### src/rtl/ctrl_pkg.sv
package ctrl_pkg;

  // ------------------------------------------------------------
  // Fixed fence.t timing
  // ------------------------------------------------------------
  // Idle cycles the cache must show before the pad phase
  localparam int unsigned DRAIN_IDLE_CYCLES = 16;
  // Length of the microarchitectural reset pulse
  localparam int unsigned RST_UARCH_CYCLES  = 16;
  // Extra cycles of cache-init suppression after the reset pulse
  localparam int unsigned CACHE_INIT_HOLD   = 3;

  // ------------------------------------------------------------
  // Request and command bundles
  // ------------------------------------------------------------
  // Single-cycle request strobes from the core
  typedef struct packed {
    logic mispredict;
    logic fence;
    logic fence_i;
    logic sfence_vma;
    logic hfence_vvma;
    logic hfence_gvma;
    logic flush_csr;
    logic exception;
    logic eret;
    logic debug;
  } flush_req_t;

  // Per-stage flush strobes and the commit-PC redirect
  typedef struct packed {
    logic set_pc_commit;
    logic flush_if;
    logic flush_unissued;
    logic flush_id;
    logic flush_ex;
    logic flush_bp;
    logic flush_icache;
    logic flush_tlb;
    logic flush_tlb_vvma;
    logic flush_tlb_gvma;
  } flush_cmd_t;

  // fence.t sequencer states
  typedef enum logic [2:0] {
    IDLE,
    FLUSH_DCACHE,
    DRAIN_REQS,
    PAD,
    RST_UARCH
  } fence_t_state_e;

  // RISC-V privilege encoding
  typedef enum logic [1:0] {
    PRIV_U = 2'b00,
    PRIV_S = 2'b01,
    PRIV_M = 2'b11
  } priv_lvl_e;

endpackage

### src/rtl/ctrl_counter.sv
`timescale 1ns/1ps

module ctrl_counter #(
  parameter int unsigned Width = 4
) (
  input  logic             clk_i,
  input  logic             rst_ni,
  input  logic             clear_i,
  input  logic             en_i,
  input  logic             load_i,
  input  logic             down_i,
  input  logic [Width-1:0] d_i,
  output logic [Width-1:0] q_o
);

  logic [Width-1:0] cnt_d, cnt_q;

  // ------------------------------------------------------------
  // Next count
  // ------------------------------------------------------------
  // Clear wins over load, load wins over counting
  always_comb begin
    cnt_d = cnt_q;
    if (clear_i) begin
      cnt_d = '0;
    end else if (load_i) begin
      cnt_d = d_i;
    end else if (en_i) begin
      // Wraps in both directions, callers gate en_i at the ends
      cnt_d = down_i ? cnt_q - Width'(1) : cnt_q + Width'(1);
    end
  end

  always_ff @(posedge clk_i or negedge rst_ni) begin
    if (!rst_ni) begin
      cnt_q <= '0;
    end else begin
      cnt_q <= cnt_d;
    end
  end

  assign q_o = cnt_q;

  // Owners never clear and load in the same cycle
  a_clear_load_excl : assert property (
    @(posedge clk_i) disable iff (!rst_ni) !(clear_i && load_i)
  );

endmodule

### src/rtl/fence_t_seq.sv
`timescale 1ns/1ps

module fence_t_seq (
  input  logic                clk_i,
  input  logic                rst_ni,
  input  logic                fence_t_i,
  input  logic                flush_dcache_ack_i,
  input  logic                cache_busy_i,
  input  logic [31:0]         fence_t_pad_i,
  input  logic                fence_t_src_sel_i,
  input  logic                time_irq_i,
  input  ctrl_pkg::priv_lvl_e priv_lvl_i,
  output logic                seq_busy_o,
  output logic                stall_cache_o,
  output logic                rst_uarch_no,
  output logic                cache_init_no,
  output logic [31:0]         fence_t_ceil_o
);

  import ctrl_pkg::*;

  localparam int unsigned DrainW = $clog2(DRAIN_IDLE_CYCLES);
  localparam int unsigned RstW   = $clog2(RST_UARCH_CYCLES);

  fence_t_state_e state_d, state_q;
  logic [RstW-1:0] rst_cnt_d, rst_cnt_q;

  logic [DrainW-1:0] drain_cnt;
  logic [31:0]       pad_cnt;
  logic              drain_done;
  logic              in_rst;

  // Pad start sources
  logic      time_irq_q;
  priv_lvl_e priv_lvl_q;
  logic      irq_edge, user_exit, load_pad;

  // Cache-init suppression tail
  logic [CACHE_INIT_HOLD-1:0] init_hold_q;

  // ------------------------------------------------------------
  // Counters
  // ------------------------------------------------------------
  // Idle streak of the cache, any busy cycle restarts it
  ctrl_counter #(
    .Width (DrainW)
  ) drain_cnt_i (
    .clk_i   (clk_i),
    .rst_ni  (rst_ni),
    .clear_i (cache_busy_i),
    .en_i    (drain_cnt != DrainW'(DRAIN_IDLE_CYCLES - 1)),
    .load_i  (1'b0),
    .down_i  (1'b0),
    .d_i     ('0),
    .q_o     (drain_cnt)
  );

  // Timer irq edge or leaving U-mode, selected by the CSR bit
  assign irq_edge  = time_irq_i & ~time_irq_q;
  assign user_exit = (priv_lvl_q == PRIV_U) && (priv_lvl_i != PRIV_U);
  assign load_pad  = fence_t_src_sel_i ? user_exit : irq_edge;

  // Pad runs down to zero and parks there
  ctrl_counter #(
    .Width (32)
  ) pad_cnt_i (
    .clk_i   (clk_i),
    .rst_ni  (rst_ni),
    .clear_i (1'b0),
    .en_i    (|pad_cnt),
    .load_i  (load_pad),
    .down_i  (1'b1),
    .d_i     (fence_t_pad_i),
    .q_o     (pad_cnt)
  );

  // Sixteenth idle cycle in a row
  assign drain_done = (drain_cnt == DrainW'(DRAIN_IDLE_CYCLES - 1)) && !cache_busy_i;

  // ------------------------------------------------------------
  // fence.t FSM
  // ------------------------------------------------------------
  always_comb begin
    state_d        = state_q;
    rst_cnt_d      = rst_cnt_q;
    fence_t_ceil_o = '0;

    unique case (state_q)
      IDLE: begin
        if (fence_t_i) state_d = FLUSH_DCACHE;
      end
      // Wait for the dcache writeback to finish
      FLUSH_DCACHE: begin
        if (flush_dcache_ack_i) state_d = DRAIN_REQS;
      end
      // Let outstanding bus handshakes complete
      DRAIN_REQS: begin
        if (drain_done) begin
          state_d = PAD;
          // Time already spent since the pad start
          fence_t_ceil_o = (pad_cnt == '0) ? '0 : fence_t_pad_i - pad_cnt;
        end
      end
      PAD: begin
        if (pad_cnt == '0) state_d = RST_UARCH;
      end
      // Fixed-length microreset
      RST_UARCH: begin
        if (rst_cnt_q == RstW'(RST_UARCH_CYCLES - 1)) begin
          rst_cnt_d = '0;
          state_d   = IDLE;
        end else begin
          rst_cnt_d = rst_cnt_q + RstW'(1);
        end
      end
      default: state_d = IDLE;
    endcase
  end

  assign in_rst        = (state_q == RST_UARCH);
  assign rst_uarch_no  = !in_rst;
  // Hold cache init off during reset and a few cycles beyond
  assign cache_init_no = in_rst | (|init_hold_q);
  assign seq_busy_o    = (state_q != IDLE);
  assign stall_cache_o = (state_q != IDLE);

  always_ff @(posedge clk_i or negedge rst_ni) begin
    if (!rst_ni) begin
      state_q     <= IDLE;
      rst_cnt_q   <= '0;
      time_irq_q  <= 1'b0;
      priv_lvl_q  <= PRIV_M;
      init_hold_q <= '0;
    end else begin
      state_q     <= state_d;
      rst_cnt_q   <= rst_cnt_d;
      time_irq_q  <= time_irq_i;
      priv_lvl_q  <= priv_lvl_i;
      init_hold_q <= {init_hold_q[CACHE_INIT_HOLD-2:0], in_rst};
    end
  end

  // Microreset pulse is exactly RST_UARCH_CYCLES long
  a_rst_len : assert property (
    @(posedge clk_i) disable iff (!rst_ni)
      $rose(rst_uarch_no) |-> $past(!rst_uarch_no, RST_UARCH_CYCLES)
                              && $past(rst_uarch_no, RST_UARCH_CYCLES + 1)
  );

endmodule

### config.mk
export PLATFORM = sky130hd
export DESIGN_NAME = fence_t_seq
export DESIGN_NICKNAME = d
export VERILOG_FILES = /design/src/rtl/ctrl_pkg.sv /design/src/rtl/ctrl_counter.sv /design/src/rtl/fence_t_seq.sv
export SDC_FILE = /design/constraint.sdc
export NUM_CORES = 1
export LEC_CHECK = 0
export BUFFER_PORTS_ARGS = -buffer_cell sky130_fd_sc_hd__buf_2
export CORE_ASPECT_RATIO = 1.5
export CORE_MARGIN = 2
export CORE_UTILIZATION = 58
export DETAILED_ROUTE_END_ITERATION = 10
export MAX_ROUTING_LAYER = met4
export PLACE_DENSITY_LB_ADDON = 0.3
export SLEW_MARGIN = 20
export SYNTH_ARGS = -nofsm -noshare
export SYNTH_HDL_FRONTEND = slang
export SYNTH_SLANG_ARGS = --single-unit
### constraint.sdc
create_clock -name clk_i -period 3.55 [get_ports clk_i]
set_clock_uncertainty 0.15 [all_clocks]
set_input_delay 0.355 -clock clk_i [delete_from_list [all_inputs] [get_ports clk_i]]
set_output_delay 0.355 -clock clk_i [all_outputs]
set_load 0.02 [all_outputs]
# ---- Yosys cells after proc, flatten, opt, wreduce, memory -nomap -nowiden
# Index checks and enable logic that the tools add are counted.
# Widths: inputs -> output; s select.
dict set report word_totals {
  out_inout_bits 36
  register_bits 49
  in_bits 41
}
dict set report op_classes {
  n_eq_ne 12
  reduce_logical 14
  n_bitwise 3
  addsub 4
  mux 15
}
# cell n
set ops {}
lappend ops {{$mux 32} 5}
lappend ops {{$logic_not 32->1} 1}
lappend ops {{$reduce_or 32->1} 1}
lappend ops {{$sub 32x1->32 const B} 1}
lappend ops {{$sub 32x32->32} 1}
lappend ops {{$mux 3} 5}
lappend ops {{$pmux 3 s5} 1}
lappend ops {{$mux 4} 3}
lappend ops {{$add 4x1->4 const B} 2}
lappend ops {{$eq 4x4->1 const B} 2}
lappend ops {{$ne 2x2->1 const B} 4}
lappend ops {{$eq 3x2->1 const B} 2}
lappend ops {{$reduce_bool 2->1} 3}
lappend ops {{$reduce_and 5->1} 1}
lappend ops {{$ne 4x4->1 const B} 1}
lappend ops {{$eq 3x1->1 const B} 1}
lappend ops {{$eq 3x3->1 const B} 1}
lappend ops {{$logic_not 3->1} 1}
lappend ops {{$reduce_bool 3->1} 1}
lappend ops {{$reduce_or 3->1} 1}
lappend ops {{$logic_and 1x1->1} 2}
lappend ops {{$logic_not 1->1} 2}
lappend ops {{$logic_not 2->1} 1}
lappend ops {{$ne 2x1->1 const B} 1}
lappend ops {{4 further kinds} 4}

# ---- Logic depth before layout (Yosys ltp)
# Gate-level depths: netlist of run 1.
dict set report logic_depth {
  word_depth 4
  mapped_depth 11
}

# ---- Hierarchy
# Synthesis of run 1 repeated with hierarchy kept, for this count alone.
dict set report unflattened {
  hier_cells 800
  area_unflattened_um2 6119.6
}
# module n_inst area_each_um2 cells_each seq_area_each_um2
set modules_own_cells {}
lappend modules_own_cells {{ctrl_counter at pad_cnt_i} 1 3118.0 386 800.8}
lappend modules_own_cells {fence_t_seq 1 2695.1 381 327.8}
lappend modules_own_cells {{ctrl_counter at drain_cnt_i} 1 306.5 33 100.1}

# ---- Worst setup path before layout of run 1
# No wires, ideal clock.
dict set report synth_timing {
  path_kind {flip-flop to output port}
  from {reg pad_cnt_i.cnt_q[0] (netlist: pad_cnt_i.q_o[0])}
  to {out fence_t_ceil_o[28]}
  stages_incl_launch_ff 10
  path_slack_ps 553
  arrival_time_ps 2492
  path_cell_list {dfrtp_1 ha_1 fa_1 nor2b_1 o2111ai_1 a21oi_1 o21ba_2 o2111ai_1 nand3_1 nor3b_1}
}
dict set report synth_between {
  elab_chain_len 4
}
# element line
set synth_lines {}
lappend synth_lines {{start, declared} ctrl_counter.sv:16} ;# logic [Width-1:0] cnt_d, cnt_q;
lappend synth_lines {{start signal, assigned} ctrl_counter.sv:38} ;# cnt_q <= cnt_d;
lappend synth_lines {{$sub 32x32->32 or $logic_not 32->1 (tied branches)} fence_t_seq.sv:101} ;# fence_t_ceil_o = (pad_cnt == '0) ? '0 : fence_t_pad_i - pad_cnt;
lappend synth_lines {{$mux 32 *} fence_t_seq.sv:101}
lappend synth_lines {{$mux 32 *} fence_t_seq.sv:98} ;# if (drain_done) begin
lappend synth_lines {{$mux 32 *} fence_t_seq.sv:88} ;# unique case (state_q)
lappend synth_lines {{end, declared} fence_t_seq.sv:17} ;# output logic [31:0] fence_t_ceil_o
# Every way passes the cells marked *; elsewhere a longest branch is shown, timed or not.

# ---- Worst setup path in the final report of run 1
dict set report layout_timing {
  from {reg pad_cnt_i.cnt_q[4] (netlist: pad_cnt_i.q_o[4])}
  to {out fence_t_ceil_o[15]}
}
# The elaborated chain is that of the path after synthesis.

==> metrics.md, run 1 <==
| Metric | Value |
|---|---|
| Die X | ~77 µm |
| Total vias in the final route | 4,777 |
| Avg Inst Size Synth | approximately 7.6 µm² |
| Die area | 8710 µm² |
| Clk pin slew, worst setup/hold paths | about 0.070 ns |
| Non-Filler Instances | between 700 and 800 |
| Initial antenna violation count | 0 |
| Clock sink count | 49 |
| TNS Setup | 0 ns |
| Worst EP arrival | 2.97 ns |
| FF-to-FF End | pad_cnt_i.q_o[31] |
| Final Slew Violations | 0 |
| Core area | about 7700 µm² |
| Pwr dens | ~530 nW/µm² |
| GR Overflow Total | 0 |
| Yosys cell types | 56 |
| WP buf/inv | 2 |
| Nets | around 760 |
| Worst min-delay path class | in -> reg |
| EDFF count, synth | 0 |
| Crit path time final | roughly 3.5 ns |
| Mapped Area | 4620 µm² |
| ANT nets after route | 0 |
| Final Hold Fails | 0 |
| Hold-critical path depth | 1 |
| Yosys warnings | 0 |
| Max transition margin | around 33% |
| Most common cell in the netlist | nand2_1 |
| First-pass GRT wire length | between 20,000 and 25,000 µm |
| Final instance area | 5420 µm² |
| Crit path largest cell delay | roughly 0.48 ns |
| Worst slew pin tran | just over 1 ns |
| Reg-to-reg startpoint | pad_cnt_i.q_o[10] |
| Clk_lat worst skew | between 0.2 and 0.3 ns |
| Worst setup startpoint | pad_cnt_i.q_o[4] |
| Status | completed |
| Synth top area cells | dfrtp_1, ha_1, xnor2_1 |
| # diodes | 0 |
| Main synth FF type | dfrtp_1 |
| Largest area contributor in the netlist | dfrtp_1 |
| Max IR drop VDD | ~350 µV |
| Flop2flop setup slack | ~0.53 ns |
| DRT Pass-1 Iters | 5 |
| Htree depth | 2 |
| Final hold slack | between 0.02 and 0.025 ns |
| Pleak | roughly 2.5 nW |
| Setup violations, final | 0 |
| Crit. End Element | primary output |
| Clock root cell | clkbuf_16 |
| Worst Setup Start Kind | flop |
| Final core occ | 70.7% |
| Die Y | 113 µm |
| Drt wl/cell | ~17 µm |
| Max Root-Sink Buffers | 2 |
| Crit-path max FO | 5 |
| Crit-path cells | inv_1 > ha_1 > o211ai_1 > a21o_1 > a211o_1 > o21ai_0 > a311oi_1 > xor2_1 > nor2_1 > buf_2 |
| DP HPWL | between 10,000 and 15,000 µm |
| Initial Util | approximately three fifths |
| Crit share post-route | 98.0% |
| DRC | 0 |
| RSZ-0062 raised after global routing | true |
| Total GRT Usage | 31.8% |
| Max cap viols | 0 |
| Top Ports | slightly below 80 |
| Yosys reg bits | 49 |
| Vias in the first global route | approximately 4.8k |
| Levels on crit path | 10 |
| CP required | ~3.0 ns |
| Setup CP Type | reg -> out |
| Cells after Synth | between 600 and 700 |
| I/O Buffers | 76 |
| Top cells by count, synth | nand2_1, nor2_1, a21oi_1, dfrtp_1, o21ai_0 |
| Top cell type's share of synthesized area | between 20 and 30% |
| R2r worst-path depth | 7 |
| Layout cells sized above 1 | a little under a fifth |
| Fmax | 288 MHz |
| Routability cong. | roughly 0.99 |
| Vias per inst | just over 6 |
| Placed cells | roughly 800 |
| Net Count, Synth | between 600 and 700 |
| Crit path to | fence_t_ceil_o[15] |
| Placed instance area | roughly 5100 µm² |
| DRT Wirelength | ~13,000 µm |
| CTS tree | built |
| Inserted Clock Buffers | 5 |
| Critical path's slowest cell | o21ai_0 |
| Delay-heaviest family, CP | compound AO/OA/AOI/OAI gates |
| Layout area overhead | 17.2% |
| Async SR Flop Fraction | 100% |
| Initial DRC count | about 270 |
| Sequential element share of the synthesized area | a little over a quarter |
| Cell row count | 39 |
| Largest net degree at the start of global routing | 50 |
[sequential cells by signal, indices dropped and copies added, names as in the netlist]
register         count
time_irq_q           1
drain_cnt_i.q_o      4
pad_cnt_i.q_o       32
rst_cnt_q            4
init_hold_q          3
state_q              3
priv_lvl_q           2
[cell usage in the layout, fill, tap and decap left out, types with 4 or more instances in the layout]
cell	instances
a21oi_2	6
nor2b_1	4
or4_1	6
o21ai_0	42
a211oi_1	6
xor2_1	9
o31ai_1	7
buf_4	16
xnor2_1	35
a21oi_1	40
nand3_1	19
nand2_1	69
nand4_1	11
ha_1	35
nor2_1	65
nor3b_1	6
o21a_1	10
o211ai_1	6
or3_1	5
a21o_1	14
a31oi_1	4
clkbuf_16	5
buf_2	75
dfrtp_1	47
nand2b_1	8
inv_1	39
nor3_1	25
nor4_1	9
o21bai_1	7
[cell families after synthesis]
logic type               Yosys count  synth area share, %
AND/OR/NAND/NOR                  247                 26.4
AO/OA/AOI/OAI                    164                 22.0
buffers and inverters             63                 5.33
flip-flops                        49                 26.6
XOR/XNOR                          44                 8.34
adder cells (fa/ha/maj)           37                 10.2
multiplexers                       5                 1.14
[worst register-to-register path, cell delays in order (launching register included)]
cell and delay (ns):
dfrtp_1 0.43, or4_4 0.56, nor3_1 0.52, nand3_1 0.28, or2_2 0.38, nor3_1 0.24
mux2i_1 0.21, o21ai_0 0.09
[metal layers]
layer	share of wire (%)	vias to the layer above	global-route usage, %
met5	0	-	-
met4	4.8	0	15.4
met3	3.3	47	2.79
met2	52	156	58.4
met1	40	2244	34.0
li1	-	2330	-
[cell type report]
| type | count | area [µm²] |
|---|---|---|
| flip-flops and latches | 49 | 1230 |
| clock inverters | 3 | 43.8 |
| multi-input cells | 497 | 3240 |
| repair buffers | 92 | 505 |
| clock buffers | 5 | 125 |
| inverters | 40 | 150 |
| well taps | 102 | 128 |
| fillers | 696 | 2240 |
[what timing repair did]
item / in CTS / in global routing
buffers inserted: 0 / 1
cloned: 0 / 0
endpoints found under the setup margin: 1 / 16
gates resized for setup: 1 / 18
pin swaps: 0 / 3
endpoints found under the hold margin: 0 / 32
hold buffers: 0 / 1
[power by group]
part	internal [W]	leakage (nW)	total [W]	switching, W
clock network	0.000334	0.0842	0.000544	0.000211
logic	0.000632	1.80	0.00152	0.000888
registers	0.000669	0.606	0.000797	0.000129
total	0.00163	2.49	0.00286	0.00123
[per-stage QoR]
step / total power, W / setup slack [ns]
global route: 0.00307 / -0.0314
floorplan: 0.00186 / 0.553
CTS: 0.00279 / 0.00272
global placement: 0.00219 / 0.308
finish: 0.00286 / 0.0723
detailed placement: 0.00223 / 0.215
[how the worst min path moves through the flow]
stage,start,end,slack (ns)
after floorplan,rst_ni,drain_cnt_i.q_o[0],-0.09
after global placement,init_hold_q[1],init_hold_q[2],0.21
after detailed placement,init_hold_q[1],init_hold_q[2],0.21
after CTS,priv_lvl_i[1],priv_lvl_q[1],0.02
after global routing,priv_lvl_i[1],priv_lvl_q[1],0.02
final,priv_lvl_i[0],priv_lvl_q[0],0.02
(Power assumes the default switching activity.)
==> run 2: changes to the inputs <==
clock period = 3.4 ns   (was 3.55 ns; I/O delays follow)
==> metrics.md, run 2 (synthesis results as in run 1) <==
| Metric | Value |
|---|---|
| Setup CP Type | reg -> out |
| Worst min-delay path class | in -> reg |
| Crit path time final | between 3 and 4 ns |
| Crit-path cells | inv_1 > ha_1 > o211ai_1 > a21o_1 > a211o_4 > o31ai_4 > o31ai_2 > o21bai_1 > mux2_2 > buf_2 |
| Pwr dens | between 500 and 600 nW/µm² |
| Layout cells sized above 1 | between 20 and 25% |
| Die area | about 8700 µm² |
| Clk pin slew, worst setup/hold paths | ~0.06 ns |
| Drt wl/cell | roughly 17 µm |
| Sw Ratio | 43.5% |
| Comb power frac | between 50% and 60% |
| Vias per inst | 6.02 |
| Max cap viols | 0 |
| Setup violations, final | 0 |
| Placed instance area | 5180 µm² |
| DP HPWL | 10,600 µm |
| Worst Setup Start Kind | flop |
| WP buf/inv | 2 |
| ANT nets after route | 0 |
| Largest net degree at the start of global routing | 39 |
| DRT Wirelength | 13,300 µm |
| RSZ-0062 raised after global routing | true |
| Most frequent cells in the layout | buf_2, nand2_1, nor2_1, dfrtp_1, o21ai_0 |
| GR Overflow Total | 0 |
| Clock root cell | clkbuf_16 |
| I/O Buffers | 76 |
| DRT Pass-1 Iters | 5 |
| Htree depth | 2 |
| Cell row count | 39 |
| Hold-critical path depth | 1 |
| Max Root-Sink Buffers | 2 |
| DRC | 0 |
| Total GRT Usage | between 30% and 40% |
| Largest register FFs | 32 |
| Non-Filler Instances | 795 |
| Final Slew Violations | 0 |
| Crit path largest cell delay | 0.39 ns |
| First-pass GRT wire length | approximately 22,000 µm |
| Clk network pwr share | between 10% and 20% |
| Total vias in the final route | between 4k and 5k |
| Final instance area | between 5000 and 6000 µm² |
| Initial antenna violation count | 0 |
| Routability cong. | between 0.9 and 1 |
| # diodes | 0 |
| Pint | about 0.0017 W |
| Critical path's slowest cell | dfrtp_1 |
| Layout area overhead | 19.8% |
| Clock sink count | between 40 and 50 |
| Placed cells | between 700 and 800 |
| R2r worst-path depth | 7 |
| Vias in the first global route | approximately 4.8k |
| Crit-path max FO | 5 |
| Worst slew pin tran | ~0.93 ns |
| Worst EP arrival | between 2 and 3 ns |
| Levels on crit path | 10 |
| Die X | 76.9 µm |
| Top Ports | 77 |
| Die Y | approximately 110 µm |
| Most common cell after layout, fill and taps aside | buf_2 |
| Initial Util | 60.3% |
| Inserted Clock Buffers | 5 |
| Sw Pwr | around 0.0013 W |
| Clk_lat worst skew | around 0.30 ns |
| Core area | about 7700 µm² |
| Final Hold Fails | 0 |
| Fmax | 301 MHz |
| CP required | 2.91 ns |
| Pleak | around 2.5 nW |
| Status | completed |
| Nets | 771 |
| Share of power burned in registers | roughly 28% |
| Final core occ | 72.3% |
| CTS tree | built |
| Max transition margin | ~38% |
| Crit share post-route | roughly 100% |
| Initial DRC count | 391 |
| Delay-heaviest family, CP | compound AO/OA/AOI/OAI gates |
| Flop2flop setup slack | 0.59 ns |
| Max IR drop VDD | a little over 500 µV |
| Crit. End Element | primary output |
[run 2: changes by cell type in the layout (fill, tap and decap cells not counted), sizes merged]
cell	previous run	this run
inv	41	40
bufinv	1	0
clkbuf	5	6
buf	91	99
[run 2: worst paths after layout]
| kind | endpoint | from |
|---|---|---|
| worst max-delay path | fence_t_ceil_o[27] | pad_cnt_i.q_o[2] |
| worst min register to register | init_hold_q[2] | init_hold_q[1] |
| worst max register to register | pad_cnt_i.q_o[31] | pad_cnt_i.q_o[18] |
| max in group asynchronous | pad_cnt_i.q_o[1] | rst_ni |
| worst min-delay path | priv_lvl_q[1] | priv_lvl_i[1] |
| min in group asynchronous | pad_cnt_i.q_o[20] | rst_ni |
[run 2: area by class of cell]
cell class                 count  area, µm²
tap                          102        128
fill                         632       2120
inverter                      40        150
clock inverter                 1       8.76
clock buffer                   6        129
timing repair buffer         100        583
sequential                    49       1230
multi-input combinational    497       3310
[run 2: timing repair]
action / 4_1_cts / 5_1_grt
endpoints found under the setup margin: 5 / 11
gates resized for setup: 14 / 31
buffers inserted: 1 / 6
pin swaps: 1 / 9
hold endpoints to repair: 29 / 0
hold buffers: 1 / 0
[run 2: power by group through the flow]
| stage | Combinational (W) | Clock, W | Sequential, W |
|---|---|---|---|
| after global placement | 0.00146 | 0 | 0.000830 |
| final | 0.00165 | 0.000484 | 0.000836 |
| after detailed placement | 0.00149 | 0 | 0.000841 |
| after floorplan | 0.00114 | 0 | 0.000801 |
| after global routing | 0.00181 | 0.000511 | 0.000854 |
| after CTS | 0.00155 | 0.000490 | 0.000831 |
[run 2: worst reg2reg max path, delay by kind of cell (launching register included)]
family,cells,cell delay [ns]
simple gates,5,1.77
flops,1,0.44
mux,1,0.21
compound gates,1,0.08
[run 2: metal layers]
metal | GRT usage [%] | wire [µm]
met1 | 35.5 | 5270
met2 | 57.4 | 6960
met3 | 3.59 | 583
met4 | 13.3 | 521
met5 | - | 0
[run 2: through the flow]
step	total power, W	worst slack, ns	setup TNS [ns]	hold slack (ns)
after floorplan	0.00194	0.418	0	-0.106
after global placement	0.00229	0.180	0	0.209
after detailed placement	0.00233	0.181	0	0.210
after CTS	0.00287	0.00387	0	0.00226
after global routing	0.00317	-0.0686	-0.264	0.00404
final	0.00297	0.0756	0	0.00295
==> run 3: changes to the inputs <==
ABC_AREA = 1   (was unset)
CORE_UTILIZATION = 60   (was 58)
==> metrics.md, run 3 <==
| Metric | Value |
|---|---|
| Crit path time final | ~3.0 ns |
| Layout cells sized above 1 | 14.7% |
| Comb power frac | roughly 57% |
| Worst EP arrival | around 2.5 ns |
| Top cell type's share of synthesized area | a little over 20% |
| Hold Buf Count CTS | 1 |
| WP buf/inv | 2 |
| Top cells by count, synth | nand2_1, inv_1, nor2_1 |
| Met3 GRT Util | under 10% |
| Final instance area | roughly 6400 µm² |
| Top Ports | a little under 80 |
| Sw Ratio | about half |
| Vias in the first global route | 5,644 |
| Clk pin slew, worst setup/hold paths | approximately 0.060 ns |
| Post-CTS sizing | 0 |
| Clk network pwr share | between 10% and 20% |
| CTS tree | built |
| Crit path largest cell delay | ~0.43 ns |
| Critical path's slowest cell | dfrtp_1 |
| ANT nets after route | 0 |
| Post-CTS setup buffer count | 0 |
| Mapped Area | between 5000 and 6000 µm² |
| Largest area contributor in the netlist | nand2_1 |
| Largest register FFs | 32 |
| Max IR drop VDD | between 400 and 500 µV |
| Die X | between 80 and 90 µm |
| Yosys cell types | 42 |
| Max Root-Sink Buffers | 2 |
| Inserted Clock Buffers | 5 |
| Sw Pwr | 0.00169 W |
| Total GRT Usage | a little under a third |
| Yosys reg bits | 49 |
| Clock root cell | clkbuf_16 |
| # diodes | 0 |
| Final Hold Fails | 0 |
| DP HPWL | 13,300 µm |
| Most common cell in the netlist | nand2_1 |
| Setup CP Type | reg -> out |
| GR Overflow Total | 0 |
| Setup violations, final | 0 |
| Pwr dens | roughly 550 nW/µm² |
| Met1 usage | between 30% and 40% |
| Crit. End Element | primary output |
| RSZ-0062 raised after global routing | false |
| DRT Pass-1 Iters | 5 |
| Cell row count | 43 |
| Initial DRC count | about 250 |
| GRT met2 Usage | about 58% |
| Final Slew Violations | 0 |
| Crit-path cells | ha_1 > fa_1 > inv_1 > nand3_1 > nand3_1 > nand2_1 > nand3_1 > nand2_1 > nand3_1 > nand2_2 > nor2_2 > buf_2 |
| TNS Setup | 0 ns |
| Fmax | between 300 and 400 MHz |
| Drt wl/cell | between 10 and 15 µm |
| Routability cong. | approximately 0.98 |
| Cells after Synth | 970 |
| Worst Setup Start Kind | flop |
| Gr busiest metal | met2 |
| Critical path's most frequent cell | nand3_1 |
| Most frequent cells in the layout | nand2_1, inv_1, nor2_1, buf_2, nand3_1 |
| Sequential element share of the synthesized area | around 22% |
| Crit share post-route | around nine tenths |
| Net Count, Synth | about 1.0k |
| Die area | between 10,000 and 15,000 µm² |
| Initial Util | approximately 60% |
| Crit-path max FO | 5 |
| Worst min-delay path class | in -> reg |
| Worst slew pin tran | 0.628 ns |
| Nets | 1,125 |
| Largest net degree at the start of global routing | 31 |
| Delay-heaviest family, CP | simple AND/OR/NAND/NOR gates |
| Max cap viols | 0 |
| Layout area overhead | 11.5% |
| Clock sink count | 49 |
| Pint | approximately 0.0018 W |
| Synth top area cells | nand2_1, dfrtp_1, inv_1 |
| DRC | 0 |
| Yosys warnings | 0 |
| Main synth FF type | dfrtp_1 |
| Clk_lat worst skew | 0.30 ns |
| Avg Inst Size Synth | around 5.9 µm² |
| Most common cell after layout, fill and taps aside | nand2_1 |
| Core area | a little over 9000 µm² |
| Status | completed |
| Die Y | about 120 µm |
| Total vias in the final route | about 6.1k |
| Vias per inst | 5.28 |
| CP required | between 2 and 3 ns |
| Share of power burned in registers | between 20 and 25% |
| Async SR Flop Fraction | between 90% and 100% |
| Max transition margin | between 50 and 60% |
| Placed instance area | 6170 µm² |
| I/O Buffers | 76 |
| Initial antenna violation count | 0 |
| First-pass GRT wire length | approximately 26,000 µm |
| EDFF count, synth | 0 |
| Pleak | ~3.7 nW |
| Htree depth | 2 |
| DRT Wirelength | 16,000 µm |
run 3: changes by cell type after synthesis, sizes merged, moves of 11 or more:
cell    previous run  this run
clkbuf            17         1
xnor2             35         8
nand2             69       333
inv               40       193
o21ai             45        34
nor3              25        13
a21o              14         2
nand3             19        58
nor2              65       141
nor4              11         0
run 3: cells by family (layout without fill, tap and decap cells):
logic type,count (synthesis),count (layout),share of synthesized area (%)
fa+ha+maj,37,37,8.23
simple gates,560,560,42.5
xor+xnor,27,27,4.14
buf+inv,202,280,14.1
flops,49,49,21.5
compound gates,95,95,9.53
run 3: metrics by stage:
step | total power (W) | setup slack [ns] | std cells | utilization (%) | hold WS [ns]
2_1_floorplan | 0.00233 | 0.944 | 970 | - | -0.106
3_3_place_gp | 0.00277 | 0.714 | 1151 | 66.7 | 0.215
3_5_place_dp | 0.00280 | 0.680 | 1151 | 66.7 | 0.216
4_1_cts | 0.00345 | 0.418 | 1160 | 68.8 | 0.00146
5_1_grt | 0.00375 | 0.207 | 1160 | 68.8 | 0.00251
6_report | 0.00347 | 0.408 | 1160 | 68.8 | 0.00316
run 3: final timing paths:
check	from	end	slack, ns	cells past startpoint
setup / recovery	pad_cnt_i.q_o[0]	fence_t_ceil_o[28]	0.41	12
hold / removal	priv_lvl_i[1]	priv_lvl_q[1]	0.003	1
setup reg to reg	pad_cnt_i.q_o[1]	pad_cnt_i.q_o[30]	1.24	9
hold reg to reg	init_hold_q[0]	init_hold_q[1]	0.24	0
max in group asynchronous	rst_ni	pad_cnt_i.q_o[2]	1.91	3
min in group asynchronous	rst_ni	pad_cnt_i.q_o[26]	0.45	2
run 3: power by group through the flow:
stage               clock network (W)  registers (W)  logic, W
floorplan                           0       0.000814   0.00151
global placement                    0       0.000838   0.00193
detailed placement                  0       0.000844   0.00195
CTS                          0.000643       0.000837   0.00197
global route                 0.000664       0.000855   0.00223
finish                       0.000645       0.000842   0.00199
run 3: layout make-up:
cell class / instances / area [µm²]
Clock inverter: 3 / 65.1
Sequential cell: 49 / 1230
Fill cell: 907 / 2890
Clock buffer: 5 / 125
Tap cell: 112 / 140
Multi-Input combinational cell: 719 / 3680
Timing Repair Buffer: 79 / 405
Inverter: 193 / 724
run 3: routing by layer:
layer,wire [µm],vias up
met4,774,0
li1,-,3114
met2,8250,182
met3,713,53
met1,6300,2772
met5,0,-
